[config.mk]
export PLATFORM = sky130hd
export DESIGN_NAME = rv_alu_top
export DESIGN_NICKNAME = d
export VERILOG_FILES = /design/src/design/alu_pkg.sv /design/src/design/alu_if.sv /design/src/design/inst_decode.sv /design/src/design/reg_file.sv /design/src/design/alu.sv /design/src/design/ex_pipeline.sv /design/src/design/rv_alu_top.sv
export SDC_FILE = /design/constraint.sdc
export NUM_CORES = 2
export LEC_CHECK = 0
export BUFFER_PORTS_ARGS = -buffer_cell sky130_fd_sc_hd__buf_2
export CAP_MARGIN = 20
export CORE_UTILIZATION = 30
export CTS_BUF_LIST = sky130_fd_sc_hd__clkbuf_2
export DETAILED_ROUTE_END_ITERATION = 10
export GPL_ROUTABILITY_DRIVEN = 0
export PLACE_DENSITY_LB_ADDON = 0.05
export SYNTH_ARGS = -nofsm -noshare
export SYNTH_HDL_FRONTEND = slang
export SYNTH_SLANG_ARGS = --single-unit
[constraint.sdc]
create_clock -name clk -period 12 [get_ports clk]
set_input_delay 1.8 -clock clk [delete_from_list [all_inputs] [get_ports clk]]
set_output_delay 1.8 -clock clk [all_outputs]
set_load 0.005 [all_outputs]
[src/design/alu_pkg.sv]
package alu_pkg;

   localparam int data_width = 32;
   // one extra bit so the compare can read a sign
   localparam int adder_width = data_width + 1;
   localparam int reg_addr_width = 5;
   localparam int reg_count = 1 << reg_addr_width;
   localparam int shamt_width = $clog2(data_width);
   localparam int alu_op_width = 10;

   // bit positions inside the one-hot operation vector
   localparam int bit_add = 0;
   localparam int bit_sub = 1;
   localparam int bit_xor = 2;
   localparam int bit_sll = 3;
   localparam int bit_srl = 4;
   localparam int bit_sra = 5;
   localparam int bit_or = 6;
   localparam int bit_and = 7;
   localparam int bit_slt = 8;
   localparam int bit_sltu = 9;

   typedef enum logic [6:0] {
      op_reg = 7'b0110011,
      op_imm = 7'b0010011
   } opcode_e;

   typedef enum logic [2:0] {
      f3_add_sub = 3'b000,
      f3_sll = 3'b001,
      f3_slt = 3'b010,
      f3_sltu = 3'b011,
      f3_xor = 3'b100,
      f3_srl_sra = 3'b101,
      f3_or = 3'b110,
      f3_and = 3'b111
   } funct3_e;

   typedef enum logic [alu_op_width-1:0] {
      alu_nop = '0,
      alu_add = alu_op_width'(1 << bit_add),
      alu_sub = alu_op_width'(1 << bit_sub),
      alu_xor = alu_op_width'(1 << bit_xor),
      alu_sll = alu_op_width'(1 << bit_sll),
      alu_srl = alu_op_width'(1 << bit_srl),
      alu_sra = alu_op_width'(1 << bit_sra),
      alu_or = alu_op_width'(1 << bit_or),
      alu_and = alu_op_width'(1 << bit_and),
      alu_slt = alu_op_width'(1 << bit_slt),
      alu_sltu = alu_op_width'(1 << bit_sltu)
   } alu_op_e;

endpackage

[src/design/alu_if.sv]
`timescale 1ns/10ps

interface alu_if import alu_pkg::*; ();

   logic [data_width-1:0] src_1;
   logic [data_width-1:0] src_2;
   alu_op_e operation;
   logic [data_width-1:0] result;
   logic zero;

   // pipeline side
   modport pipe (
      output src_1,
      output src_2,
      output operation,
      input result,
      input zero
   );

   modport alu (
      input src_1,
      input src_2,
      input operation,
      output result,
      output zero
   );

endinterface

[src/design/inst_decode.sv]
`timescale 1ns/10ps

module inst_decode import alu_pkg::*; (
   input logic [data_width-1:0] instr,
   output logic [reg_addr_width-1:0] rs1,
   output logic [reg_addr_width-1:0] rs2,
   output logic [reg_addr_width-1:0] rd,
   output logic [data_width-1:0] imm,
   output logic use_imm,
   output alu_op_e operation
);

   opcode_e opcode;
   funct3_e funct3;
   logic alt_imm;

   // alt picks sub over add and sra over srl
   function automatic alu_op_e map_funct3(funct3_e f3, logic alt);
      alu_op_e op;
      case (f3)
         f3_add_sub: op = alt ? alu_sub : alu_add;
         f3_sll: op = alu_sll;
         f3_slt: op = alu_slt;
         f3_sltu: op = alu_sltu;
         f3_xor: op = alu_xor;
         f3_srl_sra: op = alt ? alu_sra : alu_srl;
         f3_or: op = alu_or;
         f3_and: op = alu_and;
         default: op = alu_nop;
      endcase
      return op;
   endfunction

   assign opcode = opcode_e'(instr[6:0]);
   assign funct3 = funct3_e'(instr[14:12]);
   assign rd = instr[11:7];
   assign rs1 = instr[19:15];
   assign rs2 = instr[24:20];
   // shift-immediates keep their amount in the low 5 bits of this field
   assign imm = {{(data_width-12){instr[31]}}, instr[31:20]};

   // no subi exists so bit 30 only matters for srai
   assign alt_imm = instr[30] && (funct3 == f3_srl_sra);

   always_comb begin
      case (opcode)
         op_reg: begin
            use_imm = 1'b0;
            operation = map_funct3(funct3, instr[30]);
         end
         op_imm: begin
            use_imm = 1'b1;
            operation = map_funct3(funct3, alt_imm);
         end
         default: begin
            use_imm = 1'b0;
            operation = alu_nop;
         end
      endcase
   end

endmodule

[src/design/reg_file.sv]
`timescale 1ns/10ps

module reg_file import alu_pkg::*; (
   input logic clk,
   input logic rst,
   input logic [reg_addr_width-1:0] raddr_1,
   input logic [reg_addr_width-1:0] raddr_2,
   output logic [data_width-1:0] rdata_1,
   output logic [data_width-1:0] rdata_2,
   input logic we,
   input logic [reg_addr_width-1:0] waddr,
   input logic [data_width-1:0] wdata
);

   // x0 has no storage
   logic [data_width-1:0] regs [1:reg_count-1];

   always_ff @(posedge clk) begin
      if (rst) begin
         for (int i = 1; i < reg_count; i++) begin
            regs[i] <= '0;
         end
      end else if (we && waddr != '0) begin
         regs[waddr] <= wdata;
      end
   end

   // no write bypass since the pipeline forwards the one close hazard
   assign rdata_1 = (raddr_1 == '0) ? '0 : regs[raddr_1];
   assign rdata_2 = (raddr_2 == '0) ? '0 : regs[raddr_2];

endmodule

[src/design/alu.sv]
`timescale 1ns/10ps

module alu import alu_pkg::*; (
   alu_if.alu bus
);

   logic op_add;
   logic op_sub;
   logic op_xor;
   logic op_sll;
   logic op_srl;
   logic op_sra;
   logic op_or;
   logic op_and;
   logic op_slt;
   logic op_sltu;
   logic op_addsub;
   logic op_cmp;
   logic op_shift;
   logic shift_right;
   logic adder_sub;
   logic adder_en;

   logic [adder_width-1:0] adder_op_1;
   logic [adder_width-1:0] adder_op_2;
   logic [adder_width-1:0] adder_in_1;
   logic [adder_width-1:0] adder_in_2;
   logic [adder_width-1:0] adder_res;
   logic cmp_lt;
   logic [data_width-1:0] slt_res;

   logic [shamt_width-1:0] shamt;
   logic [data_width-1:0] shifter_in;
   logic [data_width-1:0] shifter_res;
   logic [data_width-1:0] srl_res;
   logic [data_width-1:0] sra_mask;
   logic [data_width-1:0] sra_res;

   function automatic logic [data_width-1:0] bit_reverse(logic [data_width-1:0] value);
      logic [data_width-1:0] rev;
      for (int i = 0; i < data_width; i++) begin
         rev[i] = value[data_width-1-i];
      end
      return rev;
   endfunction

   assign op_add = bus.operation[bit_add];
   assign op_sub = bus.operation[bit_sub];
   assign op_xor = bus.operation[bit_xor];
   assign op_sll = bus.operation[bit_sll];
   assign op_srl = bus.operation[bit_srl];
   assign op_sra = bus.operation[bit_sra];
   assign op_or = bus.operation[bit_or];
   assign op_and = bus.operation[bit_and];
   assign op_slt = bus.operation[bit_slt];
   assign op_sltu = bus.operation[bit_sltu];

   assign op_addsub = op_add | op_sub;
   assign op_cmp = op_slt | op_sltu;
   assign adder_sub = op_sub | op_cmp;
   assign adder_en = op_addsub | op_cmp;

   // signed compare extends the sign, unsigned extends zero
   assign adder_op_1 = {~op_sltu & bus.src_1[data_width-1], bus.src_1};
   assign adder_op_2 = {~op_sltu & bus.src_2[data_width-1], bus.src_2};
   assign adder_in_1 = {adder_width{adder_en}} & adder_op_1;
   assign adder_in_2 = {adder_width{adder_en}} & (adder_sub ? ~adder_op_2 : adder_op_2);
   assign adder_res = adder_in_1 + adder_in_2 + adder_width'(adder_sub);

   // less than when the 33-bit difference is negative
   assign cmp_lt = op_cmp & adder_res[adder_width-1];
   assign slt_res = {{(data_width-1){1'b0}}, cmp_lt};

   assign shift_right = op_srl | op_sra;
   assign op_shift = op_sll | shift_right;
   assign shamt = {shamt_width{op_shift}} & bus.src_2[shamt_width-1:0];

   // right shifts run through the left shifter on reversed bits
   assign shifter_in = {data_width{op_shift}} &
                       (shift_right ? bit_reverse(bus.src_1) : bus.src_1);
   assign shifter_res = shifter_in << shamt;
   assign srl_res = bit_reverse(shifter_res);

   assign sra_mask = {data_width{1'b1}} >> shamt;
   assign sra_res = (srl_res & sra_mask) |
                    ({data_width{bus.src_1[data_width-1]}} & ~sra_mask);

   assign bus.result = ({data_width{op_addsub}} & adder_res[data_width-1:0]) |
                       ({data_width{op_xor}} & (bus.src_1 ^ bus.src_2)) |
                       ({data_width{op_sll}} & shifter_res) |
                       ({data_width{op_srl}} & srl_res) |
                       ({data_width{op_sra}} & sra_res) |
                       ({data_width{op_or}} & (bus.src_1 | bus.src_2)) |
                       ({data_width{op_and}} & (bus.src_1 & bus.src_2)) |
                       ({data_width{op_cmp}} & slt_res);

   assign bus.zero = op_sub & ~(|adder_res[data_width-1:0]);

endmodule

[src/design/ex_pipeline.sv]
`timescale 1ns/10ps

module ex_pipeline import alu_pkg::*; (
   input logic clk,
   input logic rst,
   input logic instr_valid,
   input logic [reg_addr_width-1:0] rs1,
   input logic [reg_addr_width-1:0] rs2,
   input logic [reg_addr_width-1:0] rd,
   input logic [data_width-1:0] imm,
   input logic use_imm,
   input alu_op_e operation,
   input logic [data_width-1:0] rdata_1,
   input logic [data_width-1:0] rdata_2,
   output logic we,
   output logic [reg_addr_width-1:0] waddr,
   output logic [data_width-1:0] wdata,
   alu_if.pipe alu_bus,
   output logic wb_valid,
   output logic [reg_addr_width-1:0] wb_rd,
   output logic [data_width-1:0] wb_data,
   output logic wb_zero
);

   logic accept;
   logic fwd_1;
   logic fwd_2;
   logic [data_width-1:0] op_src_1;
   logic [data_width-1:0] op_src_2;

   logic ex_valid;
   alu_op_e ex_op;
   logic [reg_addr_width-1:0] ex_rd;
   logic [data_width-1:0] ex_src_1;
   logic [data_width-1:0] ex_src_2;

   // non-alu opcodes and writes to x0 become bubbles
   assign accept = instr_valid && (operation != alu_nop) && (rd != '0);

   // the instruction just ahead has not reached the register file yet
   assign fwd_1 = ex_valid && (ex_rd == rs1);
   assign fwd_2 = ex_valid && (ex_rd == rs2);
   assign op_src_1 = fwd_1 ? alu_bus.result : rdata_1;
   assign op_src_2 = use_imm ? imm : (fwd_2 ? alu_bus.result : rdata_2);

   always_ff @(posedge clk) begin
      if (rst) begin
         ex_valid <= 1'b0;
         ex_op <= alu_nop;
      end else begin
         ex_valid <= accept;
         ex_op <= accept ? operation : alu_nop;
      end
   end

   always_ff @(posedge clk) begin
      ex_rd <= rd;
      ex_src_1 <= op_src_1;
      ex_src_2 <= op_src_2;
   end

   assign alu_bus.src_1 = ex_src_1;
   assign alu_bus.src_2 = ex_src_2;
   assign alu_bus.operation = ex_op;

   // register file takes the result on the same edge as the wb stage
   assign we = ex_valid;
   assign waddr = ex_rd;
   assign wdata = alu_bus.result;

   always_ff @(posedge clk) begin
      if (rst) begin
         wb_valid <= 1'b0;
         wb_zero <= 1'b0;
      end else begin
         wb_valid <= ex_valid;
         // a bubble carries alu_nop, so zero stays low
         wb_zero <= alu_bus.zero;
      end
   end

   always_ff @(posedge clk) begin
      wb_rd <= ex_rd;
      wb_data <= alu_bus.result;
   end

endmodule

[src/design/rv_alu_top.sv]
`timescale 1ns/10ps

module rv_alu_top import alu_pkg::*; (
   input logic clk,
   input logic rst,
   input logic instr_valid,
   input logic [data_width-1:0] instr,
   output logic wb_valid,
   output logic [reg_addr_width-1:0] wb_rd,
   output logic [data_width-1:0] wb_data,
   output logic wb_zero
);

   logic [reg_addr_width-1:0] rs1;
   logic [reg_addr_width-1:0] rs2;
   logic [reg_addr_width-1:0] rd;
   logic [data_width-1:0] imm;
   logic use_imm;
   alu_op_e operation;
   logic [data_width-1:0] rdata_1;
   logic [data_width-1:0] rdata_2;
   logic we;
   logic [reg_addr_width-1:0] waddr;
   logic [data_width-1:0] wdata;

   alu_if alu_bus_i ();

   inst_decode decode_i (
      .instr(instr),
      .rs1(rs1),
      .rs2(rs2),
      .rd(rd),
      .imm(imm),
      .use_imm(use_imm),
      .operation(operation)
   );

   reg_file reg_file_i (
      .clk(clk),
      .rst(rst),
      .raddr_1(rs1),
      .raddr_2(rs2),
      .rdata_1(rdata_1),
      .rdata_2(rdata_2),
      .we(we),
      .waddr(waddr),
      .wdata(wdata)
   );

   ex_pipeline pipe_i (
      .clk(clk),
      .rst(rst),
      .instr_valid(instr_valid),
      .rs1(rs1),
      .rs2(rs2),
      .rd(rd),
      .imm(imm),
      .use_imm(use_imm),
      .operation(operation),
      .rdata_1(rdata_1),
      .rdata_2(rdata_2),
      .we(we),
      .waddr(waddr),
      .wdata(wdata),
      .alu_bus(alu_bus_i),
      .wb_valid(wb_valid),
      .wb_rd(wb_rd),
      .wb_data(wb_data),
      .wb_zero(wb_zero)
   );

   alu alu_i (
      .bus(alu_bus_i)
   );

endmodule

[Yosys cells after proc, flatten, opt, wreduce, memory -nomap -nowiden]
Memory sizes are Yosys's and may differ from the RTL's.
Cells that the tools add are included.
Word-level totals
  logic and storage cells: 103
  RAM bits: 992
  flip-flop bits (word level): 119
  memories kept: 1
  input bits: 35
  output and inout port bits: 39
Memory list
  reg_file_i.regs: depth 31, bits a word 32, read ports 2, clocked after Yosys merged registers in 0, write ports 31, RTL line reg_file.sv:16  | logic [data_width-1:0] regs [1:reg_count-1];
Operators by class
  reductions and logical operators: 15
  equality and inequality tests: 11
  mux-type cells: 23
  bitwise gates (word level): 40
  $add $sub $neg: 2
  shift-type cells: 2
Operators by type and width (count)
  bitwise AND 32 bit: 11
  OR 32 bit: 9
  two-way mux 32 bit: 7
  case mux 10 bit (8 select lines): 2
  bitwise AND 33 bit: 2
  OR reduction 32 bit: 2
  adder 33 x 1 -> 33 bit: 1
  adder 33 bit: 1
  two-way mux 33 bit: 1
  NOT 33 bit: 1
  bitwise AND 32 x 1 -> 32 bit: 1
  NOT 32 bit: 1
  << shifter 32 x 5 -> 32 bit: 1
  right shift 32 x 5 -> 32 bit, first input constant: 1
  bitwise XOR 32 bit: 1
  case mux 10 bit (2 select lines): 1
  == test 3 bit, second input constant: 4
  two-way mux 6 bit: 2
  == test 5 bit: 2
  zero test 5 bit: 2
  nonzero test 10 bit: 1
  nonzero test 5 bit: 2
  == test 7 x 5 -> 1 bit, second input constant: 1
  == test 7 x 6 -> 1 bit, second input constant: 1
  other kinds (12): 35

[Logic depth before layout (Yosys ltp)]
  depth in word-level cells: 17
  gate-level depth with buffers: 20
  mapped depth without buffers: 16

[Cells and area by module]
From an unflattened synthesis, not the netlist that was laid out.
Second synthesis, totals
  cells, all modules: 5259
  area total of the unflattened synthesis: 66603.9 um2
Modules (own cells, without submodules)
  reg_file: sequential area each 30749.5 um2, area each 54631.1 um2, times used 1, cells each 3765
  alu: sequential area each 0.0 um2, area each 7459.7 um2, times used 1, cells each 1130
  ex_pipeline: sequential area each 2382.3 um2, area each 3980.1 um2, times used 1, cells each 296
  inst_decode: sequential area each 0.0 um2, area each 533.0 um2, times used 1, cells each 68

[Worst setup path before layout]
No wires, ideal clock.
  path type: reg2reg
  from: register pipe_i.ex_op[1], in the netlist pipe_i.alu_bus.operation[1]
  to: memory reg_file_i.regs[4][0], data pin
  slack: 7.019 ns
  period minus slack after synthesis: 4.981 ns
  setup time: 0.265 ns
  arrival: 4.716 ns
  required time: 11.735 ns
  path buffers: 4
  stages on the path, launching flop included: 20
  cell sequence: dfxtp_1 or2_2 clkbuf_1 buf_1 nor3_1 clkbuf_1 nor2_1 fa_1 inv_1 fa_1 nand2b_1 a211oi_1 o211ai_1 a21boi_0 a211oi_1 o31a_1 a221o_1 a211oi_2 buf_2 nor2_1
RTL lines
  from (decl): RTL line ex_pipeline.sv:32  | alu_op_e ex_op;
  from (signal assigned): RTL line ex_pipeline.sv:49  | ex_op <= alu_nop;
  from (signal assigned): RTL line ex_pipeline.sv:52  | ex_op <= accept ? operation : alu_nop;
  to (decl): RTL line reg_file.sv:16

==> metrics.txt <==
Initial Util a little under a third; data arrival time of the critical path about 7.6 ns; Setup Crit Path Kind register to register; Least-Margin Pin Slew ~1.3 ns; Max Cap Viol 0; antenna violations before repair 16; Finished Core Util about a third; fin crit period just over 6 ns; Root Driver clkbuf_2; Setup Fix Bufs, Post-CTS 0; Fin Setup TNS 0 ns; sequential share of the synthesized area around 52%; area grow syn2layout 11.19%; fin nets 5690; gr ovfl total 0; Synth area leaders edfxtp_1 48%, mux4_2 13%, nor2_1 7.1%; number of synthesized flops with an enable pin about 1000; wirelength, routed just over 300000 µm; FFs w/ async S/R, synth 0%; Req. time, crit path around 13 ns; CTS resizes 0; violated checks design-rule violations; WHS Path Cells 3; largest net degree at the start of global routing 90; top_reg_cell synth edfxtp_1; outcome finished with violations; clk_skew 0.2978 ns; iteration-0 DRC count of the detailed router about 5900; vias per cell between 5 and 6; startpoint types register; # port buffers 73; CP endpoint kind register; peak supply drop ~93 µV; crit share post-route around 52%; vias ~50000; WL per Instance about 35 µm; die height 464.0 µm; # DRC 33; H-tree depth 5; Post-CTS Hold Buffers 19; gr usage total between 20% and 30%; CTS Sinks between 1000 and 1500; Fin. Hold Viols 0; post-synthesis register bit count between 1000 and 1500; first-pass GRT wire length ~410000 µm; Max Slew Vio Count 0; vias in the first global route slightly below 50000; Site Rows around 170; Initial DRT Pass Iterations 9; Synth Instances between 5000 and 6000; Pleak around 25 nW; CTS tree built; # fillers 21260; Avg Inst Size Synth 11.84 µm²; Worst Path Max Fanout 34; Power Dens Cells 123.5 nW/µm²; class of the worst hold path primary input to register; clk buf depth 4; Synthesis Warnings 0; RSZ-0062 raised after global routing false; synth unique cells 89; antenna-violating nets left 0; crit path from pipe_i.alu_bus.operation[1]; Clk pin slew, worst setup/hold paths 0.10 ns; highest clock rate between 150 and 200 MHz; relative slew slack between 10 and 15%; area leader, netlist edfxtp_1; clock buffer count from CTS approximately 350; R2R Path Start pipe_i.alu_bus.operation[1]; top cell type's share of synthesized area ~48%; cells on worst reg2reg path 19; share of cells above drive strength 1 24.04%; Setup Viol. Count Final 0; core outline area about 210000 µm²; Die Wd about 460 µm; hold_sp instr[0]; DPL Wire Length between 150000 and 200000 µm; I/O pins 74; Post-Synthesis Cell Area 64040 µm²; die area 215300 µm²; worst skew pair latency ~1.9 ns
-- flip-flops by register name, indices dropped and copies added (netlist names), 5 cells and up --
name and flops:
pipe_i.alu_bus.src_2 32, pipe_i.alu_bus.src_1 32, pipe_i.waddr 5, pipe_i.wb_rd 5
pipe_i.alu_bus.operation 10, pipe_i.wb_data 32, reg_file_i.regs 1024
-- final cells by class --
type                       count  area (µm²)  share of cell area, %
clock inverter                78       351.6                 0.4937
sequential                  1143       33140                  46.53
antenna                       18       45.04                0.06325
clock buffer                 531        2658                  3.732
tap                         2821        3530                  4.957
multi-input combinational   3673       28930                  40.63
timing repair buffer         281        2142                  3.008
inverter                     110       415.4                 0.5833
-- final timing paths --
path	to	slack [ns]
setup / recovery	reg_file_i.regs[22][0]	5.79
setup reg to reg	reg_file_i.regs[22][0]	5.79
hold reg to reg	pipe_i.wb_rd[1]	0.55
hold / removal	pipe_i.we	0.29
-- metal layers --
metal | routed length [µm] | vias to the layer above | global-route usage, %
met5 | 27 | - | 0
met4 | 7362 | 4 | 7.395
met3 | 21740 | 415 | 4.803
met2 | 137600 | 2277 | 43.03
met1 | 137100 | 26390 | 39.64
li1 | - | 20970 | -
-- layout by cell type (no fill, tap or decap), drive strengths merged, types with 95 or more instances in the layout --
master	count
mux2i	363
a22oi	112
buf	261
dfxtp	119
nand2	221
edfxtp	1024
nor2	1208
mux4	371
clkbuf	532
o21ai	296
a21oi	178
inv	113
ha	95
a221oi	148
-- power by group --
group	internal, mW	switching (mW)	total, mW
registers	4.47	0.145	4.61
clock network	1.20	1.85	3.05
logic	0.383	0.743	1.13
-- cell families (layout without fill, tap and decap cells) --
logic type,after synthesis,count (layout),share of synthesized area [%]
buffers and inverters,622,1000,4.038
and+or+nand+nor,1652,1652,10.54
DFF,1143,1143,51.73
muxes,812,812,20.10
xor gates and xnor gates,34,34,0.4650
AOI/OAI and AO/OA,1046,1046,11.20
other,1,50,0.005855
adders and majority gates,97,97,1.919
-- synth_stat cells, types with 8 or more instances --
cell type / number
nand3_1: 41
ha_1: 95
clkbuf_1: 328
o221ai_1: 37
xnor2_1: 14
dfxtp_1: 119
a31oi_1: 19
nand2_1: 221
o211ai_1: 63
mux4_2: 370
edfxtp_1: 1024
a22oi_1: 112
a221oi_2: 14
or3_1: 8
and3_1: 9
nor3_1: 28
buf_2: 96
buf_1: 68
xor2_1: 20
inv_1: 102
mux2_2: 78
o2111ai_1: 8
mux2i_1: 363
buf_6: 15
a21oi_1: 178
nand2b_1: 47
nor2_1: 1207
a21o_1: 17
o21ai_0: 292
a211o_1: 12
o22ai_1: 55
o21a_1: 11
nor4_1: 11
nand4_1: 11
a221oi_1: 131
and2_1: 25
a211oi_1: 15
-- worst max-delay path, cell delays in order (launching register included) --
cell and delay, ns:
dfxtp_1 0.36, nor3_2 0.18, buf_4 0.36, and2_1 0.18, buf_4 0.35, nand2_1 0.09, o21ai_0 0.12, fa_1 0.28
inv_1 0.08, fa_1 0.45, nand2b_1 0.18, a211oi_1 0.61, o211ai_1 0.25, a21boi_0 0.29, a211oi_1 0.16, o31a_1 0.40
a221o_1 0.42, a211oi_4 0.28, buf_4 0.50, nor2_1 0.10
-- metrics by stage --
stage | total power [mW] | cells | cell area, µm² | hold WS (ns) | setup slack [ns]
floorplan | 5.259 | 5438 | 64160 | 0.3290 | 7.019
global placement | 5.811 | 8006 | 67920 | 0.5382 | 5.728
detailed placement | 5.810 | 8008 | 67960 | 0.5421 | 6.092
CTS | 8.901 | 8636 | 71160 | 0.01779 | 5.826
global route | 9.162 | 8647 | 71190 | 0.1201 | 5.304
finish | 8.794 | 8655 | 71210 | 0.2920 | 5.785
No activity file was read; power rests on OpenSTA's default activity.
